==> config.mk <==
export PLATFORM = sky130hd
export DESIGN_NAME = memory_io_flat
export DESIGN_NICKNAME = d
export VERILOG_FILES = /design/src/design/cpu_isa_pkg.sv /design/src/design/cpu_ctrl_pkg.sv /design/src/design/cpu_ctrl_if.sv /design/src/design/memory_io.sv /design/src/flat_wrapper.sv
export VERILOG_INCLUDE_DIRS = /design/src /design/src/design
export SDC_FILE = /design/constraint.sdc
export NUM_CORES = 2
export LEC_CHECK = 0
export BUFFER_PORTS_ARGS = -buffer_cell sky130_fd_sc_hd__buf_2
export CORE_MARGIN = 3
export CORE_UTILIZATION = 30
export DETAILED_ROUTE_END_ITERATION = 8
export PLACE_DENSITY = 0.44
export REMOVE_ABC_BUFFERS = 1
export SLEW_MARGIN = 0
export SYNTH_ARGS = -nofsm -noshare
export SYNTH_HDL_FRONTEND = slang
export SYNTH_SLANG_ARGS = --single-unit
==> constraint.sdc <==
create_clock -name clk -period 2.95 [get_ports clk]
set_clock_uncertainty 0.2 [all_clocks]
set_input_delay 0.7375 -clock clk [delete_from_list [all_inputs] [get_ports clk]]
set_output_delay 0.7375 -clock clk [all_outputs]
set_load 0.1 [all_outputs]
==> src/design/cpu_settings.svh <==
// ~~~~~~~~~~~~~~~~~~~~~~~~~~~~~~~~~~~~~~~~~~~~~~~~~
// Core-wide sizing for the register CPU
// Data path, program store, RAM and instruction widths
// ~~~~~~~~~~~~~~~~~~~~~~~~~~~~~~~~~~~~~~~~~~~~~~~~~
`ifndef CPU_SETTINGS_SVH
`define CPU_SETTINGS_SVH

// Width of one data byte on the buses
`define CPU_DATA_W 8

// Program store address width, 256 instructions
`define CPU_PADDR_W 8

// RAM address width, addressed by the MAR
`define CPU_DADDR_W 8

// General registers a to d
`define CPU_NREGS 4

// Wide instruction word
`define CPU_INST_W 24

`endif

==> src/design/cpu_isa_pkg.sv <==
// ~~~~~~~~~~~~~~~~~~~~~~~~~~~~~~~~~~~~~~~~~~~~~~~~~
// Instruction set types
// Data and address words, instruction layout, device selects
// ~~~~~~~~~~~~~~~~~~~~~~~~~~~~~~~~~~~~~~~~~~~~~~~~~
`default_nettype none

`include "cpu_settings.svh"

package cpu_isa_pkg;

    typedef logic [`CPU_DATA_W-1:0] data_t;
    typedef logic [`CPU_PADDR_W-1:0] paddr_t;

    // Pass right has no flag effect, everything else sets C and Z
    typedef enum logic [3:0] {alu_pass_r, alu_add, alu_adc, alu_sub,
                              alu_and, alu_or, alu_xor, alu_shl} alu_op_e;

    // Left bus sources, low two bits double as the register index
    typedef enum logic [2:0] {ldev_rega, ldev_regb, ldev_regc, ldev_regd, ldev_mar} ldev_e;

    // Right bus sources, immed comes from the instruction itself
    typedef enum logic [2:0] {rdev_rega, rdev_regb, rdev_regc, rdev_regd,
                              rdev_mar, rdev_ram, rdev_immed} rdev_e;

    // Write targets of the ALU result
    typedef enum logic [3:0] {targ_rega, targ_regb, targ_regc, targ_regd,
                              targ_mar, targ_ram, targ_pc, targ_out, targ_none} targ_e;

    // Execution condition tested against the stored flags
    typedef enum logic [1:0] {cond_always, cond_carry, cond_zero, cond_nzero} cond_e;

    // Instruction fields from the top bit down
    typedef struct packed {
        alu_op_e op;
        targ_e   targ;
        ldev_e   ldev;
        rdev_e   rdev;
        cond_e   cond;
        data_t   immed;
    } inst_t;

endpackage

`default_nettype wire

==> src/design/cpu_ctrl_pkg.sv <==
// ~~~~~~~~~~~~~~~~~~~~~~~~~~~~~~~~~~~~~~~~~~~~~~~~~
// Micro-control types
// Instruction phase and the ALU flag vector
// ~~~~~~~~~~~~~~~~~~~~~~~~~~~~~~~~~~~~~~~~~~~~~~~~~
`default_nettype none

package cpu_ctrl_pkg;

    // Idle while stopped, then three phases per instruction
    typedef enum logic [1:0] {phase_idle, phase_fetch, phase_decode, phase_exec} phase_e;

    // Carry in the top bit, zero in the bottom bit
    typedef logic [1:0] flags_t;

    // Bit positions inside flags_t
    localparam int flag_c_bit = 1;
    localparam int flag_z_bit = 0;

endpackage

`default_nettype wire

==> src/design/cpu_ctrl_if.sv <==
// ~~~~~~~~~~~~~~~~~~~~~~~~~~~~~~~~~~~~~~~~~~~~~~~~~
// Decoded control bundle
// Driven by the controller, read by the datapath blocks
// ~~~~~~~~~~~~~~~~~~~~~~~~~~~~~~~~~~~~~~~~~~~~~~~~~
`timescale 1ns/1ps
`default_nettype none

interface cpu_ctrl_if;

    // Current instruction phase
    cpu_ctrl_pkg::phase_e phase;

    // Instruction fields after decode
    cpu_isa_pkg::alu_op_e alu_op;
    cpu_isa_pkg::ldev_e   ldev;
    cpu_isa_pkg::rdev_e   rdev;
    cpu_isa_pkg::targ_e   targ;
    cpu_isa_pkg::data_t   immed;

    // High for the exec cycle of an instruction whose condition holds
    logic commit;

    modport ctrl (output phase, alu_op, ldev, rdev, targ, immed, commit);
    modport alu  (input alu_op, ldev, rdev, immed, commit);
    modport regs (input ldev, rdev, targ, commit);
    modport mem  (input targ, commit);
    modport pc   (input phase, targ, commit);

endinterface

`default_nettype wire

==> src/design/memory_io.sv <==
// ~~~~~~~~~~~~~~~~~~~~~~~~~~~~~~~~~~~~~~~~~~~~~~~~~
// Memory and output block
// MAR, RAM addressed by the MAR, output strobe
// ~~~~~~~~~~~~~~~~~~~~~~~~~~~~~~~~~~~~~~~~~~~~~~~~~
`timescale 1ns/1ps
`default_nettype none

`include "cpu_settings.svh"

module memory_io (
    input  wire                 clk,
    input  wire                 rst_n,
    cpu_ctrl_if.mem             ctrl,
    input  cpu_isa_pkg::data_t  alu_result,
    output cpu_isa_pkg::data_t  mar,
    output cpu_isa_pkg::data_t  ram_rdata,
    output logic                out_valid,
    output cpu_isa_pkg::data_t  out_data
);

    cpu_isa_pkg::data_t ram [1 << `CPU_DADDR_W];

    logic [`CPU_DADDR_W-1:0] ram_addr;

    // Register addressing only, MAR is the whole address
    assign ram_addr  = mar[`CPU_DADDR_W-1:0];
    assign ram_rdata = ram[ram_addr];

    always_ff @(posedge clk or negedge rst_n) begin
        if (!rst_n) begin
            mar <= '0;
        end else if (ctrl.commit && (ctrl.targ == cpu_isa_pkg::targ_mar)) begin
            mar <= alu_result;
        end
    end

    // RAM write at the current MAR
    always_ff @(posedge clk) begin
        if (ctrl.commit && (ctrl.targ == cpu_isa_pkg::targ_ram)) begin
            ram[ram_addr] <= alu_result;
        end
    end

    // One-cycle strobe, data held until the next out
    always_ff @(posedge clk or negedge rst_n) begin
        if (!rst_n) begin
            out_valid <= 1'b0;
            out_data  <= '0;
        end else begin
            out_valid <= ctrl.commit && (ctrl.targ == cpu_isa_pkg::targ_out);
            if (ctrl.commit && (ctrl.targ == cpu_isa_pkg::targ_out)) begin
                out_data <= alu_result;
            end
        end
    end

endmodule

`default_nettype wire

==> src/flat_wrapper.sv <==
// flat-port wrapper written by rule: the top's interface ports become plain ports
module memory_io_flat 
  (clk, rst_n, alu_result, mar, ram_rdata, out_valid, out_data, ctrl_targ, ctrl_commit);
  cpu_ctrl_if ctrl_i ();
  input  wire clk;
  input  wire rst_n;
  input  cpu_isa_pkg::data_t alu_result;
  output cpu_isa_pkg::data_t mar;
  output cpu_isa_pkg::data_t ram_rdata;
  output logic out_valid;
  output cpu_isa_pkg::data_t out_data;
  input wire logic [$bits(ctrl_i.targ)-1:0] ctrl_targ;
  input wire logic [$bits(ctrl_i.commit)-1:0] ctrl_commit;
  assign ctrl_i.targ = ctrl_targ;
  assign ctrl_i.commit = ctrl_commit;
  memory_io u_core (.clk(clk), .rst_n(rst_n), .ctrl(ctrl_i), .alu_result(alu_result), .mar(mar), .ram_rdata(ram_rdata), .out_valid(out_valid), .out_data(out_data));
endmodule
After elaboration in Yosys (flattened, before gate mapping)
Memory sizes are Yosys's and may differ from the RTL's.
Cells that the tools add are included.
{"block": "classes", "n_eq_ne": 3, "n_mux": 2, "n_reduce_logical": 3}
{"operator": "$eq A4 B3 Y1 const B", "count": 3}
{"operator": "$logic_and A1 B1 Y1", "count": 3}
{"operator": "$mux W1", "count": 2}
{"block": "totals", "reg_bits": 17, "ram_bits": 2048, "input_bits": 15, "out_inout_bits": 25, "n_memories": 1}
{"memory": "u_core.ram", "words": 256, "width": 8, "rd": 1, "rd_ports_with_merged_regs": 0, "write_ports": 1, "line": "memory_io.sv:21", "source": "cpu_isa_pkg::data_t ram [1 << `CPU_DADDR_W];"}

Depth between registers and ports, before layout
{"block": "depth", "word_depth": 4, "depth_mapped": 9, "ltp_nobuf": 5}

Worst setup path after synthesis
Ideal clock, no wire load.
{"block": "synth_path", "path_type": "register to output", "from": "register u_core.mar[0]", "to": "output port ram_rdata[1]", "arrival_ns": 3.693, "required_ns": 2.013, "path_slack_ns": -1.680, "path_stages_with_launch": 10, "n_path_buf": 4, "path_cell_list": "dfrtp_1 > buf_2 > buf_6 > buf_4 > buf_2 > mux4_2 > a22oi_1 > a21oi_1 > o41ai_1 > nand4_1"}
{"block": "synth_via", "elab_chain_len": 1}
{"item": "start: declaration", "line": "memory_io.sv:15", "source": "output cpu_isa_pkg::data_t mar,"}
{"item": "start signal: assignment", "line": "memory_io.sv:33", "source": "mar <= alu_result;"}
{"item": "$mem_v2 Z256 W8"}
{"item": "end: declaration", "line": "flat_wrapper.sv:9", "source": "output cpu_isa_pkg::data_t ram_rdata;"}
No other way between the ends.

Worst setup path after layout
{"block": "layout_path", "from": "register u_core.mar[0]", "to": "output port ram_rdata[0]"}
The elaborated chain is that of the path after synthesis.

==> flow_metrics.py <==
metrics = {
    "run_status": {
        "status": "complete, but fails checks",
        "violations": "negative setup slack",
    },
    "global_route": {
        "grt_pass1_wl_um": 326000,
        "grtUsageTotal": 0.168,
        "globalRoute.totalOverflow": 0,
        "grt_pass1_vias": 42325,
        "antenna_found_initial": 6,
        "grt_max_degree": 87,
    },
    "die": {
        "dieWidth_um": 518,
        "ios": 40,
        "start_util": 0.303,
        "dieArea_mm2": 0.269,
        "die_h_um": 518,
        "core_mm2": 0.260,
        "num_rows": 187,
    },
    "synth": {
        "synthFlopType": "edfxtp_1",
        "synthCells": 3557,
        "synth_compound_area_frac": 0.0361,
        "synth.distinct_cells": 24,
        "synthAdderAreaFrac": 0,
        "synth_top_family_by_area": "multiplexers",
        "synth-simple-area-share": 0.0162,
        "synthMuxAreaShare": 0.149,
        "yosys_warnings": 0,
        "synth_edf_count": 2048,
        "yosysSeqAreaShare": 0.786,
        "yosys.area.top_type": "edfxtp_1",
        "synth_top_area_frac": 0.781,
        "synth_area_per_cell_um2": 22.2,
        "synthTopCellsByCount": "edfxtp_1 (2048), mux4_2 (512), nor2_1 (260)",
        "netlist_area_mm2": 0.0788,
        "synth_most_common_cell": "edfxtp_1",
        "synth-xor-area-share": 0,
        "ys_seq_elements": 2065,
        "synth.area.top_cells": "edfxtp_1 (78%), mux4_2 (15%), a22oi_1 (2.4%)",
        "synthArstFlopShare": 0.00823,
    },
    "clock_network": {
        "clk_pin_slew_ns": 0.06,
        "h-tree-depth": 4,
        "clock_path_buffers": 3,
        "cts_tree": "built",
        "clk_latency_ns": 0.85,
        "clockRootBuffer": "clkbuf_16",
        "cts_sinks": 2065,
        "numCtsBuffers": 217,
    },
    "finish": {
        "n_fill_cell": 23575,
        "syn_to_final_growth_pct": 27.0,
        "stdcell_area_mm2": 0.100,
        "layout-drive-gt1-share": 0.432,
        "layout.nets": 4511,
    },
    "placed_design": {
        "place_congestion": 0.774,
        "hpwlAfterDp_um": 148000,
        "io_buffers": 39,
        "dpl_cell_area_mm2": 0.0903,
    },
    "drt": {
        "drcViolationCount": 0,
        "wire_per_inst_um": 28.1,
        "ant_nets": 0,
        "via_count": 40287,
        "drt_iter0_markers": 3628,
        "vias_per_cell": 4.93,
        "first_pass_iters": 7,
        "routed_wl_um": 230000,
    },
    "power": {
        "p_leak_nw": 31.9,
        "powerDensity_mw_per_mm2": 739,
        "p_total_mw": 73.9,
        "peakVddDrop_v": 0.000758,
    },
    "timing": {
        "maxSlewHeadroom": 0.344,
        "finalHoldViolations": 0,
        "worst_pin_slew_ns": 0.981,
        "finalWorstSetupSlack_ns": -2.22,
        "finalMaxSlewViolations": 0,
        "rsz0062_at_grt": "yes",
        "finalSetupViolCount": 10,
        "min_period_ns": 5.17,
        "finalCritPeriodShare": 1.75,
        "fmax_ghz": 0.193,
    },
    "worst_setup_path": {
        "r2r-start": "u_core.mar[0]",
        "worstPathRequired_ns": 2.01,
        "cp-end-kind": "output port",
        "rr_worst_depth": 11,
        "worst_setup_path_start_kind": "flip-flop",
        "arrival_ns": 4.24,
        "path_max_fanout": 6,
        "path_class": "flip-flop to output port",
        "crit_path_start": "u_core.mar[0]",
    },
    "hold_path": {
        "hold_path_class": "primary input to flip-flop",
        "min_from": "alu_result[3]",
        "worstHoldPathCells": 1,
    },
    "job": {
        "drv_cap": 0,
    },
}
cells in the final DEF, fill, tap and decap left out, types with 75 or more instances in the layout:
cell type	netlist	routed
edfxtp_1	2048	2048
a22oi_1	256	179
clkbuf_16	0	225
buf_12	0	131
nor2_1	260	189
mux4_2	512	512
buf_4	11	659
a21oi_1	128	75
a22oi_2	0	77
buf_6	10	98
metal layers:
| metal | up-vias | GRT usage | wire, um |
|---|---|---|---|
| li1 | 17040 | - | - |
| met1 | 22104 | 0.235 | 102000 |
| met2 | 898 | 0.283 | 115000 |
| met3 | 245 | 0.0221 | 9590 |
| met4 | 0 | 0.0310 | 3930 |
| met5 | - | 0 | 0 |
layout make-up:
class                           instances  area (um^2)  share of cell area
Tap cell                             3496         4370              0.0437
Sequential cell                      2065        61900               0.619
Multi-Input combinational cell       1264        17300               0.173
Antenna cell                            1         2.50           0.0000250
Clock inverter                        135         1120              0.0112
Timing Repair Buffer                  946         9650              0.0964
Inverter                                2         7.51           0.0000750
Clock buffer                          266         5660              0.0565
flip-flops by register name (all words and copies together), names as in the netlist:
signal,count
u_core.mar,8
u_core.out_valid,1
u_core.ram,2048
u_core.out_data,8
worst max-delay path: stages (launching register included):
cell and delay (ns):
dfrtp_4 0.45, buf_12 0.15, buf_16 0.16, buf_16 0.14
mux4_2 0.50, a22oi_2 0.25, buf_4 0.17, a21oi_4 0.06
o41ai_4 0.45, buf_4 0.23, nand4_1 0.33, buf_4 0.28
buf_12 0.16
timing repair:
| action | 4_1_cts | 5_1_grt |
|---|---|---|
| cloned | 7 | 6 |
| resized for setup | 194 | 266 |
| hold buffers | 1 | 0 |
| setup buffers | 45 | 27 |
| setup endpoints to repair | 1092 | 840 |
| pin swaps | 38 | 57 |
| endpoints found under the hold margin | 17 | 0 |
per-stage QoR:
stage	hold WS (ns)	util	instances	setup slack (ns)	setup TNS, ns
final	0.103	0.384	8175	-2.22	-17.19
after global routing	0.0561	0.384	8174	-2.37	-18.82
after CTS	0.0311	0.379	8145	-2.33	-18.31
after detailed placement	0.294	0.347	7694	-2.03	-152.91
after global placement	0.290	0.347	7694	-2.02	-177.42
after floorplan	0.242	-	3331	-20.38	-
final timing paths:
path,endpoint,slack (ns)
worst max-delay path,ram_rdata[0],-2.22
worst min-delay path,u_core.ram[85][3],0.10
worst max register to register,u_core.ram[228][4],0.02
worst min register to register,u_core.out_data[3],0.30
max in group asynchronous,u_core.mar[1],1.96
min in group asynchronous,u_core.out_data[4],0.20
where the power goes:
group          switching, mW  internal [mW]
Clock                   11.5           14.7
Combinational           8.47           6.96
Sequential            0.0571           32.3
Total                   20.0           53.9
kinds of logic (layout without fill, tap and decap cells):
kind of cell,after synthesis,after routing
other cells,0,1
simple gates,320,320
mux,528,528
flops,2065,2065
buf+inv,228,1349
compound gates,416,416
Power figures use the tool's default switching activity.
