File: src/design/cpu_settings.svh
// ~~~~~~~~~~~~~~~~~~~~~~~~~~~~~~~~~~~~~~~~~~~~~~~~~
// Core-wide sizing for the register CPU
// Data path, program store, RAM and instruction widths
// ~~~~~~~~~~~~~~~~~~~~~~~~~~~~~~~~~~~~~~~~~~~~~~~~~
`ifndef CPU_SETTINGS_SVH
`define CPU_SETTINGS_SVH

// Width of one data byte on the buses
`define CPU_DATA_W 8

// Program store address width, 256 instructions
`define CPU_PADDR_W 8

// RAM address width, addressed by the MAR
`define CPU_DADDR_W 8

// General registers a to d
`define CPU_NREGS 4

// Wide instruction word
`define CPU_INST_W 24

`endif

File: src/design/cpu_isa_pkg.sv
// ~~~~~~~~~~~~~~~~~~~~~~~~~~~~~~~~~~~~~~~~~~~~~~~~~
// Instruction set types
// Data and address words, instruction layout, device selects
// ~~~~~~~~~~~~~~~~~~~~~~~~~~~~~~~~~~~~~~~~~~~~~~~~~
`default_nettype none

`include "cpu_settings.svh"

package cpu_isa_pkg;

    typedef logic [`CPU_DATA_W-1:0] data_t;
    typedef logic [`CPU_PADDR_W-1:0] paddr_t;

    // Pass right has no flag effect, everything else sets C and Z
    typedef enum logic [3:0] {alu_pass_r, alu_add, alu_adc, alu_sub,
                              alu_and, alu_or, alu_xor, alu_shl} alu_op_e;

    // Left bus sources, low two bits double as the register index
    typedef enum logic [2:0] {ldev_rega, ldev_regb, ldev_regc, ldev_regd, ldev_mar} ldev_e;

    // Right bus sources, immed comes from the instruction itself
    typedef enum logic [2:0] {rdev_rega, rdev_regb, rdev_regc, rdev_regd,
                              rdev_mar, rdev_ram, rdev_immed} rdev_e;

    // Write targets of the ALU result
    typedef enum logic [3:0] {targ_rega, targ_regb, targ_regc, targ_regd,
                              targ_mar, targ_ram, targ_pc, targ_out, targ_none} targ_e;

    // Execution condition tested against the stored flags
    typedef enum logic [1:0] {cond_always, cond_carry, cond_zero, cond_nzero} cond_e;

    // Instruction fields from the top bit down
    typedef struct packed {
        alu_op_e op;
        targ_e   targ;
        ldev_e   ldev;
        rdev_e   rdev;
        cond_e   cond;
        data_t   immed;
    } inst_t;

endpackage

`default_nettype wire

File: src/design/cpu_ctrl_pkg.sv
// ~~~~~~~~~~~~~~~~~~~~~~~~~~~~~~~~~~~~~~~~~~~~~~~~~
// Micro-control types
// Instruction phase and the ALU flag vector
// ~~~~~~~~~~~~~~~~~~~~~~~~~~~~~~~~~~~~~~~~~~~~~~~~~
`default_nettype none

package cpu_ctrl_pkg;

    // Idle while stopped, then three phases per instruction
    typedef enum logic [1:0] {phase_idle, phase_fetch, phase_decode, phase_exec} phase_e;

    // Carry in the top bit, zero in the bottom bit
    typedef logic [1:0] flags_t;

    // Bit positions inside flags_t
    localparam int flag_c_bit = 1;
    localparam int flag_z_bit = 0;

endpackage

`default_nettype wire

File: src/design/cpu_ctrl_if.sv
// ~~~~~~~~~~~~~~~~~~~~~~~~~~~~~~~~~~~~~~~~~~~~~~~~~
// Decoded control bundle
// Driven by the controller, read by the datapath blocks
// ~~~~~~~~~~~~~~~~~~~~~~~~~~~~~~~~~~~~~~~~~~~~~~~~~
`timescale 1ns/1ps
`default_nettype none

interface cpu_ctrl_if;

    // Current instruction phase
    cpu_ctrl_pkg::phase_e phase;

    // Instruction fields after decode
    cpu_isa_pkg::alu_op_e alu_op;
    cpu_isa_pkg::ldev_e   ldev;
    cpu_isa_pkg::rdev_e   rdev;
    cpu_isa_pkg::targ_e   targ;
    cpu_isa_pkg::data_t   immed;

    // High for the exec cycle of an instruction whose condition holds
    logic commit;

    modport ctrl (output phase, alu_op, ldev, rdev, targ, immed, commit);
    modport alu  (input alu_op, ldev, rdev, immed, commit);
    modport regs (input ldev, rdev, targ, commit);
    modport mem  (input targ, commit);
    modport pc   (input phase, targ, commit);

endinterface

`default_nettype wire

File: src/design/sync_register_file.sv
// ~~~~~~~~~~~~~~~~~~~~~~~~~~~~~~~~~~~~~~~~~~~~~~~~~
// General register file
// Four bytes, left and right read ports, one write port
// ~~~~~~~~~~~~~~~~~~~~~~~~~~~~~~~~~~~~~~~~~~~~~~~~~
`timescale 1ns/1ps
`default_nettype none

`include "cpu_settings.svh"

module sync_register_file (
    input  wire                 clk,
    input  wire                 rst_n,
    cpu_ctrl_if.regs            ctrl,
    input  cpu_isa_pkg::data_t  alu_result,
    output cpu_isa_pkg::data_t  rd_l_data,
    output cpu_isa_pkg::data_t  rd_r_data
);

    localparam int addr_w = $clog2(`CPU_NREGS);

    cpu_isa_pkg::data_t regs [`CPU_NREGS];

    logic [addr_w-1:0] rd_l_addr;
    logic [addr_w-1:0] rd_r_addr;
    logic [addr_w-1:0] wr_addr;
    logic              wr_en;

    // Register devices sit at codes 0..3 in every select field
    assign rd_l_addr = addr_w'(ctrl.ldev);
    assign rd_r_addr = addr_w'(ctrl.rdev);
    assign wr_addr   = addr_w'(ctrl.targ);

    assign wr_en = ctrl.commit && (ctrl.targ inside {cpu_isa_pkg::targ_rega,
        cpu_isa_pkg::targ_regb, cpu_isa_pkg::targ_regc, cpu_isa_pkg::targ_regd});

    // Reads are combinational, mux selects outside decide use
    assign rd_l_data = regs[rd_l_addr];
    assign rd_r_data = regs[rd_r_addr];

    always_ff @(posedge clk or negedge rst_n) begin
        if (!rst_n) begin
            regs <= '{default: '0};
        end else if (wr_en) begin
            regs[wr_addr] <= alu_result;
        end
    end

    // Decoded target from the controller must be clean when committing
    assert property (@(posedge clk) disable iff (!rst_n)
        ctrl.commit |-> !$isunknown(ctrl.targ));

endmodule

`default_nettype wire

File: src/flat_wrapper.sv
// flat-port wrapper written by rule: the top's interface ports become plain ports
module sync_register_file_flat 
  (clk, rst_n, alu_result, rd_l_data, rd_r_data, ctrl_ldev, ctrl_rdev, ctrl_targ, ctrl_commit);
  cpu_ctrl_if ctrl_i ();
  input  wire clk;
  input  wire rst_n;
  input  cpu_isa_pkg::data_t alu_result;
  output cpu_isa_pkg::data_t rd_l_data;
  output cpu_isa_pkg::data_t rd_r_data;
  input wire logic [$bits(ctrl_i.ldev)-1:0] ctrl_ldev;
  input wire logic [$bits(ctrl_i.rdev)-1:0] ctrl_rdev;
  input wire logic [$bits(ctrl_i.targ)-1:0] ctrl_targ;
  input wire logic [$bits(ctrl_i.commit)-1:0] ctrl_commit;
  assign ctrl_i.ldev = ctrl_ldev;
  assign ctrl_i.rdev = ctrl_rdev;
  assign ctrl_i.targ = ctrl_targ;
  assign ctrl_i.commit = ctrl_commit;
  sync_register_file u_core (.clk(clk), .rst_n(rst_n), .ctrl(ctrl_i), .alu_result(alu_result), .rd_l_data(rd_l_data), .rd_r_data(rd_r_data));
endmodule
File: config.mk
export PLATFORM = sky130hd
export DESIGN_NAME = sync_register_file_flat
export DESIGN_NICKNAME = d
export VERILOG_FILES = /design/src/design/cpu_isa_pkg.sv /design/src/design/cpu_ctrl_pkg.sv /design/src/design/cpu_ctrl_if.sv /design/src/design/sync_register_file.sv /design/src/flat_wrapper.sv
export VERILOG_INCLUDE_DIRS = /design/src /design/src/design
export SDC_FILE = /design/constraint.sdc
export NUM_CORES = 1
export LEC_CHECK = 0
export BUFFER_PORTS_ARGS = -buffer_cell sky130_fd_sc_hd__clkbuf_2
export CORE_MARGIN = 3
export CORE_UTILIZATION = 53
export DETAILED_ROUTE_END_ITERATION = 10
export PLACE_DENSITY = 0.85
export SETUP_SLACK_MARGIN = 0.1
export SLEW_MARGIN = 20
export SYNTH_ARGS = -nofsm -noshare
export SYNTH_HDL_FRONTEND = slang
export SYNTH_SLANG_ARGS = --single-unit
export TNS_END_PERCENT = 50
File: constraint.sdc
create_clock -name clk -period 1.25 [get_ports clk]
set_input_delay 0.125 -clock clk [delete_from_list [all_inputs] [get_ports clk]]
set_output_delay 0.125 -clock clk [all_outputs]
set_load 0.005 [all_outputs]
# After elaboration in Yosys (flattened, before gate mapping)
# Cells that the tools add are included.
dict set report op_classes {
  n_mux 9
  n_reduce_logical 4
  n_eq_ne 3
  bitwise_logic 3
  magnitude_cmp 4
}
# cell count
set ops {}
lappend ops {{$mux 8} 5}
lappend ops {{$bmux 8 s2} 2}
lappend ops {{$bwmux 32} 1}
lappend ops {{$demux 8 s2} 1}
lappend ops {{$ge 3x3->1 const B} 3}
lappend ops {{$not 2->3} 3}
lappend ops {{$eq 4x2->1 const B} 2}
lappend ops {{$eq 4x1->1 const B} 1}
lappend ops {{$logic_not 4->1} 1}
lappend ops {{$reduce_bool 4->1} 1}
lappend ops {{$lt 3x1->1 const B} 1}
lappend ops {{$logic_and 1x1->1} 2}
dict set report totals {
  regBits 32
  elab_cells 27
  output_inout_bits 16
  inputBits 21
}

# Logic depth before layout (Yosys ltp)
# Gate-level depths: netlist of the first run.
dict set report depth {
  depth_word 6
  depth_mapped 4
  depth_no_buf 3
}

# Least setup slack after synthesis of the first run
# No wires, ideal clock.
dict set report synth_path {
  kind {input to register}
  from {input port ctrl_targ[3]}
  to {register u_core.regs[24] (netlist name)}
  arrival_ps 899
  setup_slack_ps 226
  stages 4
  path_cell_list {nor2_4 and4bb_1 buf_6 mux2_4}
}
dict set report synth_between {
  elab_chain_len 3
}
# element line_no
set synth_lines {}
lappend synth_lines {{from (decl)} flat_wrapper.sv:12} ;# input wire logic [$bits(ctrl_i.targ)-1:0] ctrl_targ;
lappend synth_lines {{$eq 4x1->1 (tied with other cells)} sync_register_file.sv:33} ;# assign wr_en = ctrl.commit && (ctrl.targ inside {cpu_isa_pkg::targ_rega,
lappend synth_lines {{$reduce_bool 4->1 (*)} sync_register_file.sv:33}
lappend synth_lines {{$logic_and 1x1->1 (*)} sync_register_file.sv:33}
lappend synth_lines {{to (signal, indexed assignment)} sync_register_file.sv:44} ;# regs[wr_addr] <= alu_result;
lappend synth_lines {{to (decl)} sync_register_file.sv:21} ;# cpu_isa_pkg::data_t regs [`CPU_NREGS];
# Every way passes the cells marked *; elsewhere a longest branch is shown, timed or not.
# A chain may end at the register's enable or synchronous reset.

# Worst setup path in the final report of the first run
dict set report layout_path {
  from {register u_core.regs[12] (netlist name)}
  to {output port rd_r_data[4]}
}
dict set report layout_between {
  elab_chain_len 3
}
# element line_no
set layout_lines {}
lappend layout_lines {{$bmux 8 s2} sync_register_file.sv:38} ;# assign rd_r_data = regs[rd_r_addr];
lappend layout_lines {{$mux 8 (not written as such) (2 in a row)} sync_register_file.sv:38}
lappend layout_lines {{to (decl)} flat_wrapper.sv:9} ;# output cpu_isa_pkg::data_t rd_r_data;
# Every way passes these cells. The select of a mux whose other input is x is not followed.

==> impl_metrics.ini, run 1 <==
[run_status]
outcome = complete, but fails checks
violations = negative setup slack

[critical_path]
crit_path_start_kind = register
rr_endpoint = u_core.regs[6]
critPathCaptureType = primary output
critPathMaxFanout = 3
cp.required_ns = 1.12
cp.arrival_ns = 1.35
path_class = reg2out
reg2reg_from = u_core.regs[6]
r2r_slack_ns = 0.21
worstRegToRegCells = 3

[cells_and_area]
reg_top3 = u_core.regs: 32 flops
num-nets-final = 157
layout.cells.non_filler = 168
largest_reg_flops = 32
drive_gt1_frac = 0.737
regMostFlops = u_core.regs
fillers = 198
n_antenna_cell = 0
syn_to_final_growth_pct = 23.3

[place]
hpwl_mm = 2.55
place_inst = 155
port_buffers = 34
place.gp.congestion = 0.730

[yosys]
syn_area_mm2 = 0.00165
syn_area_per_cell_um2 = 18.2
synth_seq_cells = 32
yosysWarnings = 0
synthesis.nets = 112
synthCells = 91
synth.distinct_cells = 12
yosysSeqAreaShare = 0.484

[global_routing]
antenna_found_initial = 0
grt_use_met3 = 0.0847
grt-busiest-layer = met2
grt_pass1_vias = 1152
grt_use_total = 0.214
overflow = 0
use_met2 = 0.392
met1_usage = 0.218
grt_pass1_wl_mm = 5.62
grt_max_degree = 18

[clocking]
root_buffer = clkbuf_4
path_clk_slew_ns = 0.10
clock_latency_ns = 0.32
cts.path.max_buffers = 2
htree_levels = 2
cts.sinks = 32
cts_tree = done
cts_made_buffers = 5

[job]
drv_cap = 0

[drt]
drcViolationCount = 0
vias = 1013
first_pass_iters = 4
wl_per_cell_um = 21.0
routed_wl_mm = 3.53
viasPerCell = 6.03
first_iter_violations = 32
drtAntennaViolNets = 0

[die]
chipHeight_um = 61.8
rows = 19
fp.dieW_um = 61.8
num_io_pins = 37
fp.dieArea_mm2 = 0.00382
fp.coreArea_mm2 = 0.00285
initial_utilization = 0.579

[timing]
fin_skew_ns = 0
period_share = 1.18
final-hold-violation-count = 0
finalSetupViolCount = 16
worst_slack_ns = -0.224
slew_violations = 0
fmax_mhz = 678
fin_crit_ns = 1.47
worstMarginPinSlew_ns = 0.436
max_slew_margin = 0.710
rsz0062_at_grt = yes

[worst_hold_path]
min_from = alu_result[2]
hold_class = in2reg
worstHoldPathCells = 2
holdPathEnd = u_core.regs[26]

[pwr]
power.total_uw = 3100
p_leak_uw = 0.000946
vdd_drop_max_mv = 1.16
p_per_area_mw_per_mm2 = 1520
-- where the power goes --
group / switching (uW) / internal [uW] / total (uW)
clock network: 344 / 419 / 763
registers: 186 / 1280 / 1460
logic: 275 / 595 / 870
-- critical path: stages (launching register included) --
cell and delay [ns]:
dfrtp_1 0.42, mux4_2 0.47, clkbuf_2 0.13
-- worst max path at each step --
stage,startpoint,to
global placement,ctrl_targ[3],u_core.regs[23]
finish,u_core.regs[12],rd_r_data[4]
floorplan,ctrl_targ[3],u_core.regs[24]
detailed placement,ctrl_targ[3],u_core.regs[16]
CTS,u_core.regs[26],rd_r_data[2]
global route,u_core.regs[12],rd_r_data[4]
-- stage by stage --
step | hold slack [ns] | util | worst slack (ns) | area (um2) | setup TNS (ns)
after global placement | 0.0668 | 0.674 | 0.0527 | 1920 | 0
after CTS | 0.0601 | 0.712 | -0.230 | 2030 | -3.43
after detailed placement | 0.0803 | 0.674 | 0.0144 | 1920 | 0
after global routing | 0.0627 | 0.714 | -0.300 | 2040 | -4.25
final | 0.0640 | 0.714 | -0.224 | 2040 | -3.40
after floorplan | -0.171 | - | 0.226 | 1650 | 0
-- cell families after synthesis --
| kind of cell | count (synthesis) | share of synthesized area |
|---|---|---|
| simple gates | 5 | 0.0371 |
| buf+inv | 6 | 0.0242 |
| flops | 32 | 0.484 |
| mux | 48 | 0.454 |
-- Yosys cell counts --
| master | count | area share |
|---|---|---|
| and4b_1 | 1 | 0.0061 |
| buf_2 | 2 | 0.0061 |
| nor2_4 | 1 | 0.0068 |
| buf_6 | 2 | 0.014 |
| nand4b_2 | 1 | 0.0091 |
| mux2_4 | 8 | 0.073 |
| dfrtp_1 | 32 | 0.48 |
| and4bb_1 | 1 | 0.0076 |
| buf_1 | 2 | 0.0045 |
| mux2_2 | 24 | 0.16 |
| mux4_2 | 16 | 0.22 |
| nand4_2 | 1 | 0.0076 |
-- cell type report --
type	count	area (um2)	area share
multi-input combinational	53	812	0.398
sequential	32	801	0.393
timing repair buffer	44	310	0.152
clock buffer	6	41.3	0.0203
tap	31	38.8	0.0190
clock inverter	2	35.0	0.0172
-- timing repair --
action / in CTS / in global routing
setup buffers: 3 / 1
pin swaps: 0 / 0
hold buffers: 1 / 0
setup endpoints to repair: 16 / 16
gates resized for setup: 0 / 0
endpoints found under the hold margin: 15 / 0
-- placed cells by master, fill, tap and decap left out --
cell	n
and4b_1	1
and4bb_1	1
buf_12	5
buf_4	4
bufinv_16	1
clkbuf_1	1
clkbuf_2	34
clkbuf_4	5
clkinv_2	1
dfrtp_1	32
dlygate4sd3_1	1
mux2_2	24
mux2_4	8
mux4_2	16
nand4_2	1
nand4b_2	1
nor2_4	1
-- metal layers --
metal	wire length, um	vias up
met5	0	-
met4	50	0
met3	199	6
met2	1950	33
met1	1320	523
li1	-	451
Note: power is estimated with default switching activity, not from simulation.
==> inputs of run 2 (changes only) <==
Settings changed: CELL_PAD_IN_SITES_DETAIL_PLACEMENT from default to 1, CELL_PAD_IN_SITES_GLOBAL_PLACEMENT from default to 1, CORE_UTILIZATION 53 to 44.
==> impl_metrics.ini, run 2 (synthesis results as in run 1) <==
[cells_and_area]
reg_top3 = u_core.regs: 32 flops
drive_gt1_frac = 0.750
final_common_cell = clkbuf_2
finalInstanceArea_mm2 = 0.00213
num-nets-final = 160
largest_reg_flops = 32
n_antenna_cell = 0
final_cell_mix = clkbuf_2, dfrtp_1, mux2_2
syn_to_final_growth_pct = 28.8
fillers = 337
multi_input_area_um2 = 812
layout.cells.non_filler = 186
seq_area_um2 = 801
regMostFlops = u_core.regs

[global_routing]
grt_use_total = 0.206
grt_pass1_wl_mm = 6.35
grt_pass1_vias = 1182
antenna_found_initial = 0
overflow = 0
grt_max_degree = 33

[timing]
max_slew_margin = 0.721
fin_skew_ns = 0
fin_crit_ns = 1.47
rsz0062_at_grt = yes
finalSetupViolCount = 16
worstMarginPinSlew_ns = 0.418
worst_slack_ns = -0.225
fmax_mhz = 678
slew_violations = 0
period_share = 1.18
final-hold-violation-count = 0

[drt]
routed_wl_mm = 3.99
first_iter_violations = 46
viasPerCell = 5.62
first_pass_iters = 4
drcViolationCount = 0
wl_per_cell_um = 21.5
vias = 1046
drtAntennaViolNets = 0

[clocking]
cts_made_buffers = 5
path_clk_slew_ns = 0.07
cts_tree = done
cts.path.max_buffers = 2
cts-resized-gates = 0
cts.sinks = 32
root_buffer = clkbuf_8
htree_levels = 2
clock_latency_ns = 0.29

[critical_path]
cp.required_ns = 1.12
path_class = reg2out
crit_path_start_kind = register
cp.arrival_ns = 1.35
critPathCaptureType = primary output
critPathMaxFanout = 3

[worst_hold_path]
hold_class = in2reg

[die]
chipHeight_um = 67.3
num_io_pins = 37
initial_utilization = 0.477
fp.dieArea_mm2 = 0.00453
rows = 21
fp.coreArea_mm2 = 0.00347
fp.dieW_um = 67.3

[run_status]
violations = negative setup slack
outcome = complete, but fails checks

[place]
port_buffers = 34
place_inst = 174
hpwl_mm = 2.91
place.gp.congestion = 0.714
place_area_mm2 = 0.00197

[pwr]
p_per_area_mw_per_mm2 = 1610
p_leak_uw = 0.000987
vdd_drop_max_mv = 0.800

[job]
drv_cap = 0
[run 2: routing by layer]
metal,share of wire,global-route usage,vias to the layer above,wire length [um]
met4,0.013,0.0684,0,50
met2,0.56,0.366,23,2250
met1,0.38,0.237,556,1520
met5,0,0,-,0
met3,0.042,0.0599,6,166
li1,-,-,461,-
[run 2: area by class of cell]
| type | count | area share |
|---|---|---|
| clock buffer | 7 | 0.0452 |
| tap | 46 | 0.0270 |
| timing repair buffer | 47 | 0.156 |
| clock inverter | 1 | 0.0141 |
| sequential | 32 | 0.376 |
| multi-input combinational | 53 | 0.381 |
[run 2: critical path, cell delays in order, from the launching register on]
cell,delay [ns]
dfrtp_1,0.42
mux4_2,0.50
clkbuf_2,0.13
[run 2: what timing repair did]
| item | CTS | global route |
|---|---|---|
| setup buffers | 1 | 2 |
| endpoints found under the setup margin | 16 | 16 |
| hold endpoints to repair | 32 | 0 |
| pin swaps | 0 | 0 |
| hold buffers | 1 | 0 |
[run 2: where the power goes]
group,total [uW],leakage [uW],switching (uW),internal (uW)
Sequential,1470,0.000392,190,1280
Combinational,869,0.000530,281,588
Clock,1100,0.0000645,393,703
Total,3430,0.000987,864,2570
[run 2: path summary, 6_finish.rpt]
| kind | from | cells after the start | slack (ns) | end |
|---|---|---|---|---|
| setup / recovery | u_core.regs[28] | 2 | -0.22 | rd_r_data[4] |
| min in group asynchronous | rst_n | 3 | 0.39 | u_core.regs[8] |
| hold reg to reg | u_core.regs[14] | 1 | 0.52 | u_core.regs[14] |
| setup reg to reg | u_core.regs[28] | 2 | 0.31 | u_core.regs[28] |
| hold / removal | alu_result[6] | 2 | 0.11 | u_core.regs[30] |
| max in group asynchronous | rst_n | 3 | 0.56 | u_core.regs[6] |
[run 2: stage by stage]
stage	util	hold WS, ns	setup TNS (ns)	total power (uW)	setup WS [ns]
after floorplan	-	-0.171	0	1950	0.226
after global placement	0.568	0.164	0	2240	0.0543
after detailed placement	0.568	0.177	0	2340	0.0252
after CTS	0.610	0.107	-2.76	3460	-0.239
after global routing	0.614	0.111	-3.25	3620	-0.244
final	0.614	0.113	-2.55	3430	-0.225
