===== src/design/cpu_settings.svh =====
// ~~~~~~~~~~~~~~~~~~~~~~~~~~~~~~~~~~~~~~~~~~~~~~~~~
// Core-wide sizing for the register CPU
// Data path, program store, RAM and instruction widths
// ~~~~~~~~~~~~~~~~~~~~~~~~~~~~~~~~~~~~~~~~~~~~~~~~~
`ifndef CPU_SETTINGS_SVH
`define CPU_SETTINGS_SVH

// Width of one data byte on the buses
`define CPU_DATA_W 8

// Program store address width, 256 instructions
`define CPU_PADDR_W 8

// RAM address width, addressed by the MAR
`define CPU_DADDR_W 8

// General registers a to d
`define CPU_NREGS 4

// Wide instruction word
`define CPU_INST_W 24

`endif


===== src/design/cpu_isa_pkg.sv =====
// ~~~~~~~~~~~~~~~~~~~~~~~~~~~~~~~~~~~~~~~~~~~~~~~~~
// Instruction set types
// Data and address words, instruction layout, device selects
// ~~~~~~~~~~~~~~~~~~~~~~~~~~~~~~~~~~~~~~~~~~~~~~~~~
`default_nettype none

`include "cpu_settings.svh"

package cpu_isa_pkg;

    typedef logic [`CPU_DATA_W-1:0] data_t;
    typedef logic [`CPU_PADDR_W-1:0] paddr_t;

    // Pass right has no flag effect, everything else sets C and Z
    typedef enum logic [3:0] {alu_pass_r, alu_add, alu_adc, alu_sub,
                              alu_and, alu_or, alu_xor, alu_shl} alu_op_e;

    // Left bus sources, low two bits double as the register index
    typedef enum logic [2:0] {ldev_rega, ldev_regb, ldev_regc, ldev_regd, ldev_mar} ldev_e;

    // Right bus sources, immed comes from the instruction itself
    typedef enum logic [2:0] {rdev_rega, rdev_regb, rdev_regc, rdev_regd,
                              rdev_mar, rdev_ram, rdev_immed} rdev_e;

    // Write targets of the ALU result
    typedef enum logic [3:0] {targ_rega, targ_regb, targ_regc, targ_regd,
                              targ_mar, targ_ram, targ_pc, targ_out, targ_none} targ_e;

    // Execution condition tested against the stored flags
    typedef enum logic [1:0] {cond_always, cond_carry, cond_zero, cond_nzero} cond_e;

    // Instruction fields from the top bit down
    typedef struct packed {
        alu_op_e op;
        targ_e   targ;
        ldev_e   ldev;
        rdev_e   rdev;
        cond_e   cond;
        data_t   immed;
    } inst_t;

endpackage

`default_nettype wire


===== src/design/cpu_ctrl_pkg.sv =====
// ~~~~~~~~~~~~~~~~~~~~~~~~~~~~~~~~~~~~~~~~~~~~~~~~~
// Micro-control types
// Instruction phase and the ALU flag vector
// ~~~~~~~~~~~~~~~~~~~~~~~~~~~~~~~~~~~~~~~~~~~~~~~~~
`default_nettype none

package cpu_ctrl_pkg;

    // Idle while stopped, then three phases per instruction
    typedef enum logic [1:0] {phase_idle, phase_fetch, phase_decode, phase_exec} phase_e;

    // Carry in the top bit, zero in the bottom bit
    typedef logic [1:0] flags_t;

    // Bit positions inside flags_t
    localparam int flag_c_bit = 1;
    localparam int flag_z_bit = 0;

endpackage

`default_nettype wire


===== src/design/cpu_ctrl_if.sv =====
// ~~~~~~~~~~~~~~~~~~~~~~~~~~~~~~~~~~~~~~~~~~~~~~~~~
// Decoded control bundle
// Driven by the controller, read by the datapath blocks
// ~~~~~~~~~~~~~~~~~~~~~~~~~~~~~~~~~~~~~~~~~~~~~~~~~
`timescale 1ns/1ps
`default_nettype none

interface cpu_ctrl_if;

    // Current instruction phase
    cpu_ctrl_pkg::phase_e phase;

    // Instruction fields after decode
    cpu_isa_pkg::alu_op_e alu_op;
    cpu_isa_pkg::ldev_e   ldev;
    cpu_isa_pkg::rdev_e   rdev;
    cpu_isa_pkg::targ_e   targ;
    cpu_isa_pkg::data_t   immed;

    // High for the exec cycle of an instruction whose condition holds
    logic commit;

    modport ctrl (output phase, alu_op, ldev, rdev, targ, immed, commit);
    modport alu  (input alu_op, ldev, rdev, immed, commit);
    modport regs (input ldev, rdev, targ, commit);
    modport mem  (input targ, commit);
    modport pc   (input phase, targ, commit);

endinterface

`default_nettype wire


===== src/design/program_counter.sv =====
// ~~~~~~~~~~~~~~~~~~~~~~~~~~~~~~~~~~~~~~~~~~~~~~~~~
// Program counter
// Steps once per instruction or loads a jump target
// ~~~~~~~~~~~~~~~~~~~~~~~~~~~~~~~~~~~~~~~~~~~~~~~~~
`timescale 1ns/1ps
`default_nettype none

module program_counter (
    input  wire                 clk,
    input  wire                 rst_n,
    cpu_ctrl_if.pc              ctrl,
    input  cpu_isa_pkg::data_t  alu_result,
    output cpu_isa_pkg::paddr_t pc
);

    logic jump;

    // Jump only when the controller commits a pc target
    assign jump = ctrl.commit && (ctrl.targ == cpu_isa_pkg::targ_pc);

    // Update at the end of exec, whether or not the condition held
    always_ff @(posedge clk or negedge rst_n) begin
        if (!rst_n) begin
            pc <= '0;
        end else if (ctrl.phase == cpu_ctrl_pkg::phase_exec) begin
            if (jump) begin
                pc <= alu_result;
            end else begin
                pc <= pc + cpu_isa_pkg::paddr_t'(1);
            end
        end
    end

endmodule

`default_nettype wire


===== src/flat_wrapper.sv =====
// flat-port wrapper written by rule: the top's interface ports become plain ports
module program_counter_flat 
  (clk, rst_n, alu_result, pc, ctrl_phase, ctrl_targ, ctrl_commit);
  cpu_ctrl_if ctrl_i ();
  input  wire clk;
  input  wire rst_n;
  input  cpu_isa_pkg::data_t alu_result;
  output cpu_isa_pkg::paddr_t pc;
  input wire logic [$bits(ctrl_i.phase)-1:0] ctrl_phase;
  input wire logic [$bits(ctrl_i.targ)-1:0] ctrl_targ;
  input wire logic [$bits(ctrl_i.commit)-1:0] ctrl_commit;
  assign ctrl_i.phase = ctrl_phase;
  assign ctrl_i.targ = ctrl_targ;
  assign ctrl_i.commit = ctrl_commit;
  program_counter u_core (.clk(clk), .rst_n(rst_n), .ctrl(ctrl_i), .alu_result(alu_result), .pc(pc));
endmodule

===== config.mk =====
export PLATFORM = sky130hd
export DESIGN_NAME = program_counter_flat
export DESIGN_NICKNAME = d
export VERILOG_FILES = /design/src/design/cpu_isa_pkg.sv /design/src/design/cpu_ctrl_pkg.sv /design/src/design/cpu_ctrl_if.sv /design/src/design/program_counter.sv /design/src/flat_wrapper.sv
export VERILOG_INCLUDE_DIRS = /design/src /design/src/design
export SDC_FILE = /design/constraint.sdc
export NUM_CORES = 1
export LEC_CHECK = 0
export ABC_AREA = 1
export BUFFER_PORTS_ARGS = -buffer_cell sky130_fd_sc_hd__buf_2
export CORE_MARGIN = 8
export CORE_UTILIZATION = 40
export DETAILED_ROUTE_END_ITERATION = 6
export PLACE_DENSITY_LB_ADDON = 0.25
export RECOVER_POWER = 25
export SYNTH_ARGS = -nofsm -noshare
export SYNTH_HDL_FRONTEND = slang
export SYNTH_SLANG_ARGS = --single-unit

===== constraint.sdc =====
create_clock -name clk -period 2.99 [get_ports clk]
set_input_delay 0.7475 -clock clk [delete_from_list [all_inputs] [get_ports clk]]
set_output_delay 0.7475 -clock clk [all_outputs]
set_load 0.03 [all_outputs]

==> Word level (Yosys, flattened, before mapping) <==
Cells that the tools add are included.
{ "word_totals": {"mem_count": 0, "out_inout_bits": 8, "mem_bits_ro": 0, "ramBits": 0, "reg_bits": 8, "latch_bits": 0, "elab_cells": 6, "input_bits": 17} }
{ "classes": {"bitwise_logic": 0, "multipliers": 0, "shift": 0, "magnitude_cmp": 0, "muxes": 1, "div_mod_pow": 0, "n_reduce_logical": 1, "addsub": 1, "n_eq_ne": 2} }
{ "op_table": {"columns": ["cell", "count"], "rows": [
  ["$add A8 B1 Y8 const B", 1],
  ["$mux W8", 1],
  ["$eq A4 B3 Y1 const B", 1],
  ["$eq A2 B2 Y1 const B", 1],
  ["$logic_and A1 B1 Y1", 1]
]} }

==> Depth between registers and ports, before layout <==
Gate-level depths: netlist of the first run.
{ "logic_depth": {"word_depth": 3, "depth_mapped": 7, "mapped_depth_nobuf": 7} }

==> Least setup slack after synthesis of the first run <==
OpenSTA, ideal clock, no wires.
{ "synth_path": {"kind": "input port to flip-flop", "from": "input ctrl_targ[0]", "to": "register u_core.pc[0]", "t_arrival_ns": 1.298, "required_time_ns": 2.863, "setup_time_ns": 0.127, "path_buffers": 0, "stages": 6, "setup_slack_ns": 1.565, "path_cell_list": "inv_1 -> nand2_1 -> nor2_2 -> nand2_1 -> nand3_1 -> o21ai_0"} }
{ "synth_via": {"elab_chain_len": 3} }
{ "synth_lines": {"columns": ["item", "line", "rtl"], "rows": [
  ["start: declaration", "flat_wrapper.sv:10", "input wire logic [$bits(ctrl_i.targ)-1:0] ctrl_targ;"],
  ["$eq A4 B3 Y1", "program_counter.sv:19", "assign jump = ctrl.commit && (ctrl.targ == cpu_isa_pkg::targ_pc);"],
  ["$logic_and A1 B1 Y1", "program_counter.sv:19", null],
  ["$mux W8", "program_counter.sv:26", "if (jump) begin"],
  ["end signal: assignment", "program_counter.sv:27", "pc <= alu_result;"],
  ["end signal: assignment", "program_counter.sv:29", "pc <= pc + cpu_isa_pkg::paddr_t'(1);"],
  ["end: declaration", "program_counter.sv:13", "output cpu_isa_pkg::paddr_t pc"]
]} }
No other way between the ends.
A chain may end at the register's enable or synchronous reset.

==> Worst setup path in the final report of the first run <==
{ "layout_path": {"from": "register u_core.pc[2]", "to": "output pc[2]"} }
{ "layout_rtl": {"columns": ["item", "line", "rtl"], "rows": [
  ["end: declaration", "flat_wrapper.sv:8", "output cpu_isa_pkg::paddr_t pc;"]
]} }
No word-level cell between the ends.

==> flow_summary.ini, run 1 <==
[power]
swShare_pct = 46.5
powerDensity_mw_per_mm2 = 684
vdd_drop_max_v = 0.000303
pwr-share-comb_pct = 44.1
clkPwrFrac_pct = 17.8
power_frac_seq_pct = 38.1
p_int_uw = 264
p_sw_uw = 230
p_leak_uw = 0.000434

[placed_design]
gp_congestion = 0.725
placement.io_buffers = 24
place_hpwl_mm = 1.19

[yosys]
ys_top_cells_by_count = nand2_1, inv_1, nand3_1
async_reset_ff_share_pct = 100
synth_ff_type = dfrtp_1
synth_area_leaders = dfrtp_1, nand2_1, inv_1
syn_avg_cell_area_sq_um = 6.09
synthesis.area_sq_um = 567
synth_cell_types = 12
synth.most_common_cell = nand2_1
synth_seq_cells = 8
synth_top_area_share_pct = 35.3
synth_top_cell_by_area = dfrtp_1
seq_area_frac_synth_pct = 35.3
synth-edff-count = 0
yosysWarnings = 0
syn_nets = 111
syn_inst = 93

[die]
die_height_um = 53.6
start_util_pct = 43.0
num_rows = 13
core_area_sq_mm = 0.00132
die_area_sq_mm = 0.00288
ios = 25
die_x_um = 53.6

[drt]
drtIter0Drc = 9
vias = 622
post_drt_wl_per_cell_um = 11.3
wl_mm = 1.52
firstDrtPassIters = 4
viasPerCell = 4.64
drc_errors = 0
detail-route-antenna-nets = 0

[clocking]
cts_root_buf = clkbuf_4
clock_sinks = 8
clkTransAtPathRegs_ns = 0.06
cts_max_path_buffers = 2
tritoncts = done
cts.repair.resized = 0
cts_buffers = 3
hold_buffers = 0
clk_latency_ns = 0.26
htree_levels = 1
postCtsSetupBuffers = 0

[critical_path]
path_depth = 1
critPathKind = reg2out
cp-end-kind = output port
start_kind = flop
ff2ff_path_depth = 6
reg2reg_setup_slack_ns = 1.73
cp_slowest_cell = dfrtp_1
path_buf_inv = 1
path_max_fanout = 6
critical_path.cell_chain = buf_2
crit_required_ns = 2.24
timing.rr.start = u_core.pc[1]
arrival_ns = 0.94
cpPeakStageDelay_ns = 0.44
cp_top_family = flip-flops
critPathLaunch = u_core.pc[2]

[layout]
regMostFlops = u_core.pc
area_growth_pct = 27.4
reg_top3 = u_core.pc: 8 flops
drive_above_1_share_pct = 22.7
nets = 139
largest_reg_flops = 8
num_antenna_cells = 0
final_core_util_pct = 54.8

[hold_path]
worstHoldPathType = in2async

[global_routing]
grt_first_pass_wirelength_mm = 2.53
grt_max_degree = 14
overflow = 0
grt_use_total_pct = 11.8
grt_antenna_before_repair = 0
first_global_vias = 611

[run_status]
outcome = complete, no violations

[timing]
setup_violations = 0
drv_slew = 0
fmax_ghz = 0.594
hold_viol = 0
slew-limit-headroom_pct = 66.9
finalCritPeriodShare_pct = 56.3
fin_crit_ns = 1.68
rsz0062_at_grt = no
finClkSkew_ns = 0.00670
max_slew.worst_pin.slew_ns = 0.497
tns_ns = 0

[job]
drv_cap = 0
==> logic make-up after synthesis <==
logic type | Yosys count | synth area share (%)
buf+inv | 16 | 10.8
fa+ha+maj | 1 | 2.21
compound gates | 10 | 8.83
xor+xnor | 1 | 1.55
simple gates | 57 | 41.3
flops | 8 | 35.3
==> per-stage QoR <==
step	instances	setup slack (ns)	total power (uW)	hold slack (ns)	cell area [sq um]
after detailed placement	131	1.31	411	0.519	701
final	134	1.31	494	0.420	722
after CTS	134	1.29	499	0.331	723
after global routing	134	1.25	531	0.477	722
after floorplan	93	1.57	338	0.452	567
after global placement	131	1.34	403	0.513	701
==> final timing paths <==
check	endpoint
max	pc[2]
min	u_core.pc[4]
max reg2reg	u_core.pc[6]
min reg2reg	u_core.pc[7]
max in group asynchronous	u_core.pc[1]
min in group clk	u_core.pc[7]
==> cell type report <==
class / count / area [sq um]
Sequential cell: 8 / 200
Inverter: 15 / 56.3
Timing Repair Buffer: 24 / 119
Tap cell: 15 / 18.8
Clock buffer: 3 / 22.5
Multi-Input combinational cell: 69 / 305
Fill cell: 135 / 596
==> power groups by stage <==
stage / combinational, uW / sequential, uW / clock (uW)
finish: 218 / 188 / 88.1
global route: 242 / 195 / 93.3
CTS: 221 / 189 / 89.6
detailed placement: 221 / 190 / 0
global placement: 216 / 188 / 0
floorplan: 89.2 / 249 / 0
==> layout by cell type, fill, tap and decap left out <==
| cell type | n |
|---|---|
| clkbuf_1 | 1 |
| o21ai_0 | 5 |
| or2_0 | 2 |
| buf_2 | 23 |
| nor2_1 | 5 |
| dfrtp_1 | 8 |
| nand3_1 | 10 |
| inv_1 | 15 |
| clkbuf_4 | 3 |
| a21oi_1 | 5 |
| xnor2_1 | 1 |
| nand2_1 | 39 |
| nor2_2 | 1 |
| ha_1 | 1 |
==> per-layer routing <==
layer,track usage [%],up-vias,part of all wire (%)
met1,13.2,270,45
li1,-,337,-
met2,20.3,11,50
met5,0,-,0
met3,2.75,4,3.8
met4,6.30,0,1.1
==> worst register-to-register path: cells and delay by family (launching register included) <==
| kind | cells | cell delay (ns) |
|---|---|---|
| adders and majority gates | 1 | 0.22 |
| and+or+nand+nor | 4 | 0.34 |
| DFF | 1 | 0.41 |
| AOI/OAI and AO/OA | 1 | 0.18 |
(Power assumes the default switching activity.)
==> inputs of run 2 (changes only) <==
==> constraint.sdc (replaced) <==
create_clock -name clk -period 1.7 [get_ports clk]
set_input_delay 0.425 -clock clk [delete_from_list [all_inputs] [get_ports clk]]
set_output_delay 0.425 -clock clk [all_outputs]
set_load 0.03 [all_outputs]
==> run 2 against run 1 <==
Cell count up 0.75%. Cell area up 1.0%. Largest cell class unchanged. Via count grew 3.7%. Sequential power increased by 76%. Die area unchanged.
==> flow_summary.ini, run 2 (same netlist as run 1, synthesis figures left out) <==
[timing]
tns_ns = 0
final.setup.worst_slack_ns = 0.336
setup_violations = 0
finalCritPeriodShare_pct = 80.2
finClkSkew_ns = 0.00696
slew-limit-headroom_pct = 67.4
rsz0062_at_grt = no
hold_viol = 0
max_slew.worst_pin.slew_ns = 0.488
fmax_ghz = 0.733
fin_crit_ns = 1.36
drv_slew = 0

[die]
start_util_pct = 43.0
num_rows = 13
core_area_sq_mm = 0.00132
ios = 25
die_height_um = 53.6
die_x_um = 53.6
die_area_sq_mm = 0.00288

[clocking]
postCtsSetupBuffers = 0
hold_buffers = 0
clk_latency_ns = 0.26
tritoncts = done
clkTransAtPathRegs_ns = 0.06
cts_buffers = 3
cts.repair.resized = 0
clock_sinks = 8
htree_levels = 1
cts_max_path_buffers = 2
cts_root_buf = clkbuf_4

[placed_design]
placement.io_buffers = 24
place_hpwl_mm = 1.21
gp_congestion = 0.717
dp_cells = 132
pre_cts_slack_ns = 0.355

[layout]
largest_reg_flops = 8
num_antenna_cells = 0
nFillCells = 141
nets = 140
area_growth_pct = 28.7
multi_input_area_sq_um = 305
regArea_sq_um = 200
final_common_cell = nand2_1
fin_cells = 135
drive_above_1_share_pct = 23.3
most-common-layout-cells = nand2_1, buf_2, inv_1
regMostFlops = u_core.pc
final_core_util_pct = 55.4
reg_top3 = u_core.pc: 8 flops

[critical_path]
crit_end = pc[2]
start_kind = flop
timing.rr.start = u_core.pc[1]
regToRegEndpoint = u_core.pc[6]
critPathKind = reg2out
cp_slowest_cell = dfrtp_1
path_buf_inv = 1
critical_path.cell_chain = buf_2
cpPeakStageDelay_ns = 0.44
crit_required_ns = 1.27
critPathLaunch = u_core.pc[2]
path_depth = 1
ff2ff_path_depth = 6
path_max_fanout = 6
arrival_ns = 0.94
reg2reg_setup_slack_ns = 0.46
cp_top_family = flip-flops
cp-end-kind = output port

[drt]
post_drt_wl_per_cell_um = 11.2
firstDrtPassIters = 4
drtIter0Drc = 12
detail-route-antenna-nets = 0
wl_mm = 1.51
drc_errors = 0
viasPerCell = 4.78
vias = 645

[power]
powerDensity_mw_per_mm2 = 1190
p_leak_uw = 0.000438
vdd_drop_max_v = 0.000528

[global_routing]
grt_first_pass_wirelength_mm = 2.62
grt_antenna_before_repair = 0
overflow = 0
first_global_vias = 632
grt_max_degree = 11
grt_use_total_pct = 12.1

[job]
drv_cap = 0

[hold_path]
worstHoldPathType = in2async

[run_status]
outcome = complete, no violations
==> run 2: worst min-delay path by stage <==
| stage | slack, ns | endpoint |
|---|---|---|
| detailed placement | 0.29 | u_core.pc[6] |
| floorplan | 0.13 | u_core.pc[0] |
| CTS | 0.009 | u_core.pc[2] |
| global route | 0.14 | u_core.pc[6] |
| global placement | 0.28 | u_core.pc[5] |
| finish | 0.09 | u_core.pc[2] |
==> run 2: report_power, final <==
| group | internal [uW] | leakage [uW] | switching, uW | total [uW] |
|---|---|---|---|---|
| registers | 249 | 0.000103 | 81.2 | 330 |
| logic | 136 | 0.000321 | 249 | 385 |
| clock network | 81.2 | 0.0000138 | 70.8 | 152 |
| total | 466 | 0.000438 | 401 | 868 |
==> run 2: area by class of cell <==
type / count / share of cell area [%]
Multi-Input combinational cell: 69 / 41.9
Sequential cell: 8 / 27.4
Timing Repair Buffer: 25 / 17.3
Inverter: 15 / 7.72
Clock buffer: 3 / 3.09
Tap cell: 15 / 2.57
==> run 2: routing by layer <==
metal	share of wire, %	wire length [um]	up-vias	global-route usage [%]
met3	5.1	77	2	2.75
met1	44	661	292	13.5
li1	-	-	340	-
met5	0	0	-	0
met2	50	760	11	20.9
met4	0.66	10	0	6.30
==> run 2: stage by stage <==
stage	instance area [sq um]	power, uW	hold WS (ns)
floorplan	567	595	0.129
global placement	708	713	0.285
detailed placement	708	724	0.289
CTS	731	878	0.00907
global route	729	940	0.138
finish	729	868	0.0947
==> inputs of run 3 (changes only) <==
==> constraint.sdc (replaced) <==
create_clock -name clk -period 1.3 [get_ports clk]
set_input_delay 0.325 -clock clk [delete_from_list [all_inputs] [get_ports clk]]
set_output_delay 0.325 -clock clk [all_outputs]
set_load 0.03 [all_outputs]
==> run 3 against run 2 <==
Sequential share of layout area down 0.14 points. Critical path type unchanged. Flip-flop and latch count unchanged. Critical path depth unchanged. Cell area rose by 2.4%. Combinational power increased by 32%. Power rose by 34%.
==> flow_summary.ini, run 3 (same netlist as run 1, synthesis figures left out) <==
[clocking]
postCtsSetupBuffers = 0
clk_latency_ns = 0.26
tritoncts = done
clkTransAtPathRegs_ns = 0.06
cts_max_path_buffers = 2
cts_root_buf = clkbuf_4
cts_buffers = 3
htree_levels = 1
clock_sinks = 8

[power]
clkPwrFrac_pct = 18.0
p_int_uw = 632
powerDensity_mw_per_mm2 = 1550
p_leak_uw = 0.000440
power_frac_seq_pct = 38.1
swShare_pct = 45.5
pwr-share-comb_pct = 43.9
vdd_drop_max_v = 0.000686
p_sw_uw = 527

[timing]
final.setup.worst_slack_ns = 0.0648
fmax_ghz = 0.810
finalCritPeriodShare_pct = 95.0
drv_slew = 0
slew-limit-headroom_pct = 68.3
finClkSkew_ns = 0.00750
max_slew.worst_pin.slew_ns = 0.476
tns_ns = 0
hold_viol = 0
fin_crit_ns = 1.24
setup_violations = 0
rsz0062_at_grt = yes

[layout]
largest_reg_flops = 8
area_growth_pct = 31.8
nets = 141
regMostFlops = u_core.pc
final_common_cell = nand2_1
reg_top3 = u_core.pc: 8 flops
most-common-layout-cells = nand2_1, buf_2, inv_1
drive_above_1_share_pct = 25.4
num_antenna_cells = 0

[critical_path]
critPathKind = reg2out
cp_top_family = flip-flops
arrival_ns = 0.91
cp-end-kind = output port
path_max_fanout = 6
start_kind = flop
crit_end = pc[3]
timing.rr.start = u_core.pc[0]
path_depth = 1
reg2reg_setup_slack_ns = 0.08
path_buf_inv = 1
ff2ff_path_depth = 6
regToRegEndpoint = u_core.pc[4]
critical_path.cell_chain = buf_2
cp_slowest_cell = dfrtp_1
critPathLaunch = u_core.pc[3]
crit_required_ns = 0.98
cpPeakStageDelay_ns = 0.42

[die]
die_height_um = 53.6
ios = 25
die_area_sq_mm = 0.00288
num_rows = 13
core_area_sq_mm = 0.00132
start_util_pct = 43.0
die_x_um = 53.6

[drt]
viasPerCell = 4.58
wl_met2_um = 716
vias = 627
wl_mm = 1.43
firstDrtPassIters = 2
met1Wirelength_um = 623
post_drt_wl_per_cell_um = 10.5
drtIter0Drc = 5
dr.max_layer_used = met3
met3_wirelength_um = 93
drc_errors = 0
detail-route-antenna-nets = 0

[hold_path]
worstHoldPathType = in2reg

[placed_design]
gp_congestion = 0.752
place_hpwl_mm = 1.13
pre_cts_slack_ns = 0.0264
placement.io_buffers = 24

[global_routing]
grt_first_pass_wirelength_mm = 2.46
first_global_vias = 596
grt_max_degree = 11
overflow = 0
grt_antenna_before_repair = 0
grt_use_total_pct = 11.5

[run_status]
outcome = complete, no violations

[job]
drv_cap = 0
[run 3: cell types whose count changed in the layout (fill, tap and decap cells not counted), sizes merged]
cell,previous run,this run
clkbuf,4,5
dlygate4sd3,0,1
[run 3: what timing repair did]
action,in CTS,in global routing
hold buffers,1,0
endpoints found under the setup margin,0,2
hold endpoints to repair,8,0
resized for setup,0,2
[run 3: area by class of cell]
cell class,instances,area [sq um]
clock buffer,4,26.3
fill,127,571
inverter,15,56.3
multi-input combinational,69,305
sequential,8,204
tap,15,18.8
timing repair buffer,26,136
[run 3: how the worst min path moves through the flow]
| stage | to | depth (start not counted) | slack [ns] | start |
|---|---|---|---|---|
| after CTS | u_core.pc[1] | 5 | 0.36 | alu_result[1] |
| after floorplan | u_core.pc[0] | 0 | 0.03 | rst_n |
| after detailed placement | u_core.pc[6] | 1 | 0.18 | rst_n |
| after global placement | u_core.pc[6] | 1 | 0.18 | rst_n |
| after global routing | u_core.pc[4] | 5 | 0.40 | alu_result[4] |
| final | u_core.pc[1] | 5 | 0.37 | alu_result[1] |
[run 3: metal layers]
layer | up-vias | GRT usage [%]
li1 | 344 | -
met1 | 270 | 12.5
met2 | 13 | 19.7
met3 | 0 | 5.79
met4 | 0 | 2.52
met5 | - | 0
[run 3: per-stage QoR]
step                instances  instance area, sq um  hold WS (ns)  utilization, %  total power (uW)
global placement          132                   711         0.183            53.9               944
detailed placement        132                   711         0.182            53.9               946
finish                    137                   747         0.371            56.7              1160
floorplan                  93                   569        0.0294               -               782
CTS                       137                   747         0.361            56.7              1170
global route              137                   747         0.404            56.7              1260
[run 3: power by group through the flow]
stage | combinational, uW | clock (uW) | sequential [uW]
2_1_floorplan | 205 | 0 | 577
3_3_place_gp | 508 | 0 | 435
3_5_place_dp | 507 | 0 | 439
4_1_cts | 515 | 214 | 437
5_1_grt | 572 | 227 | 458
6_report | 509 | 209 | 441
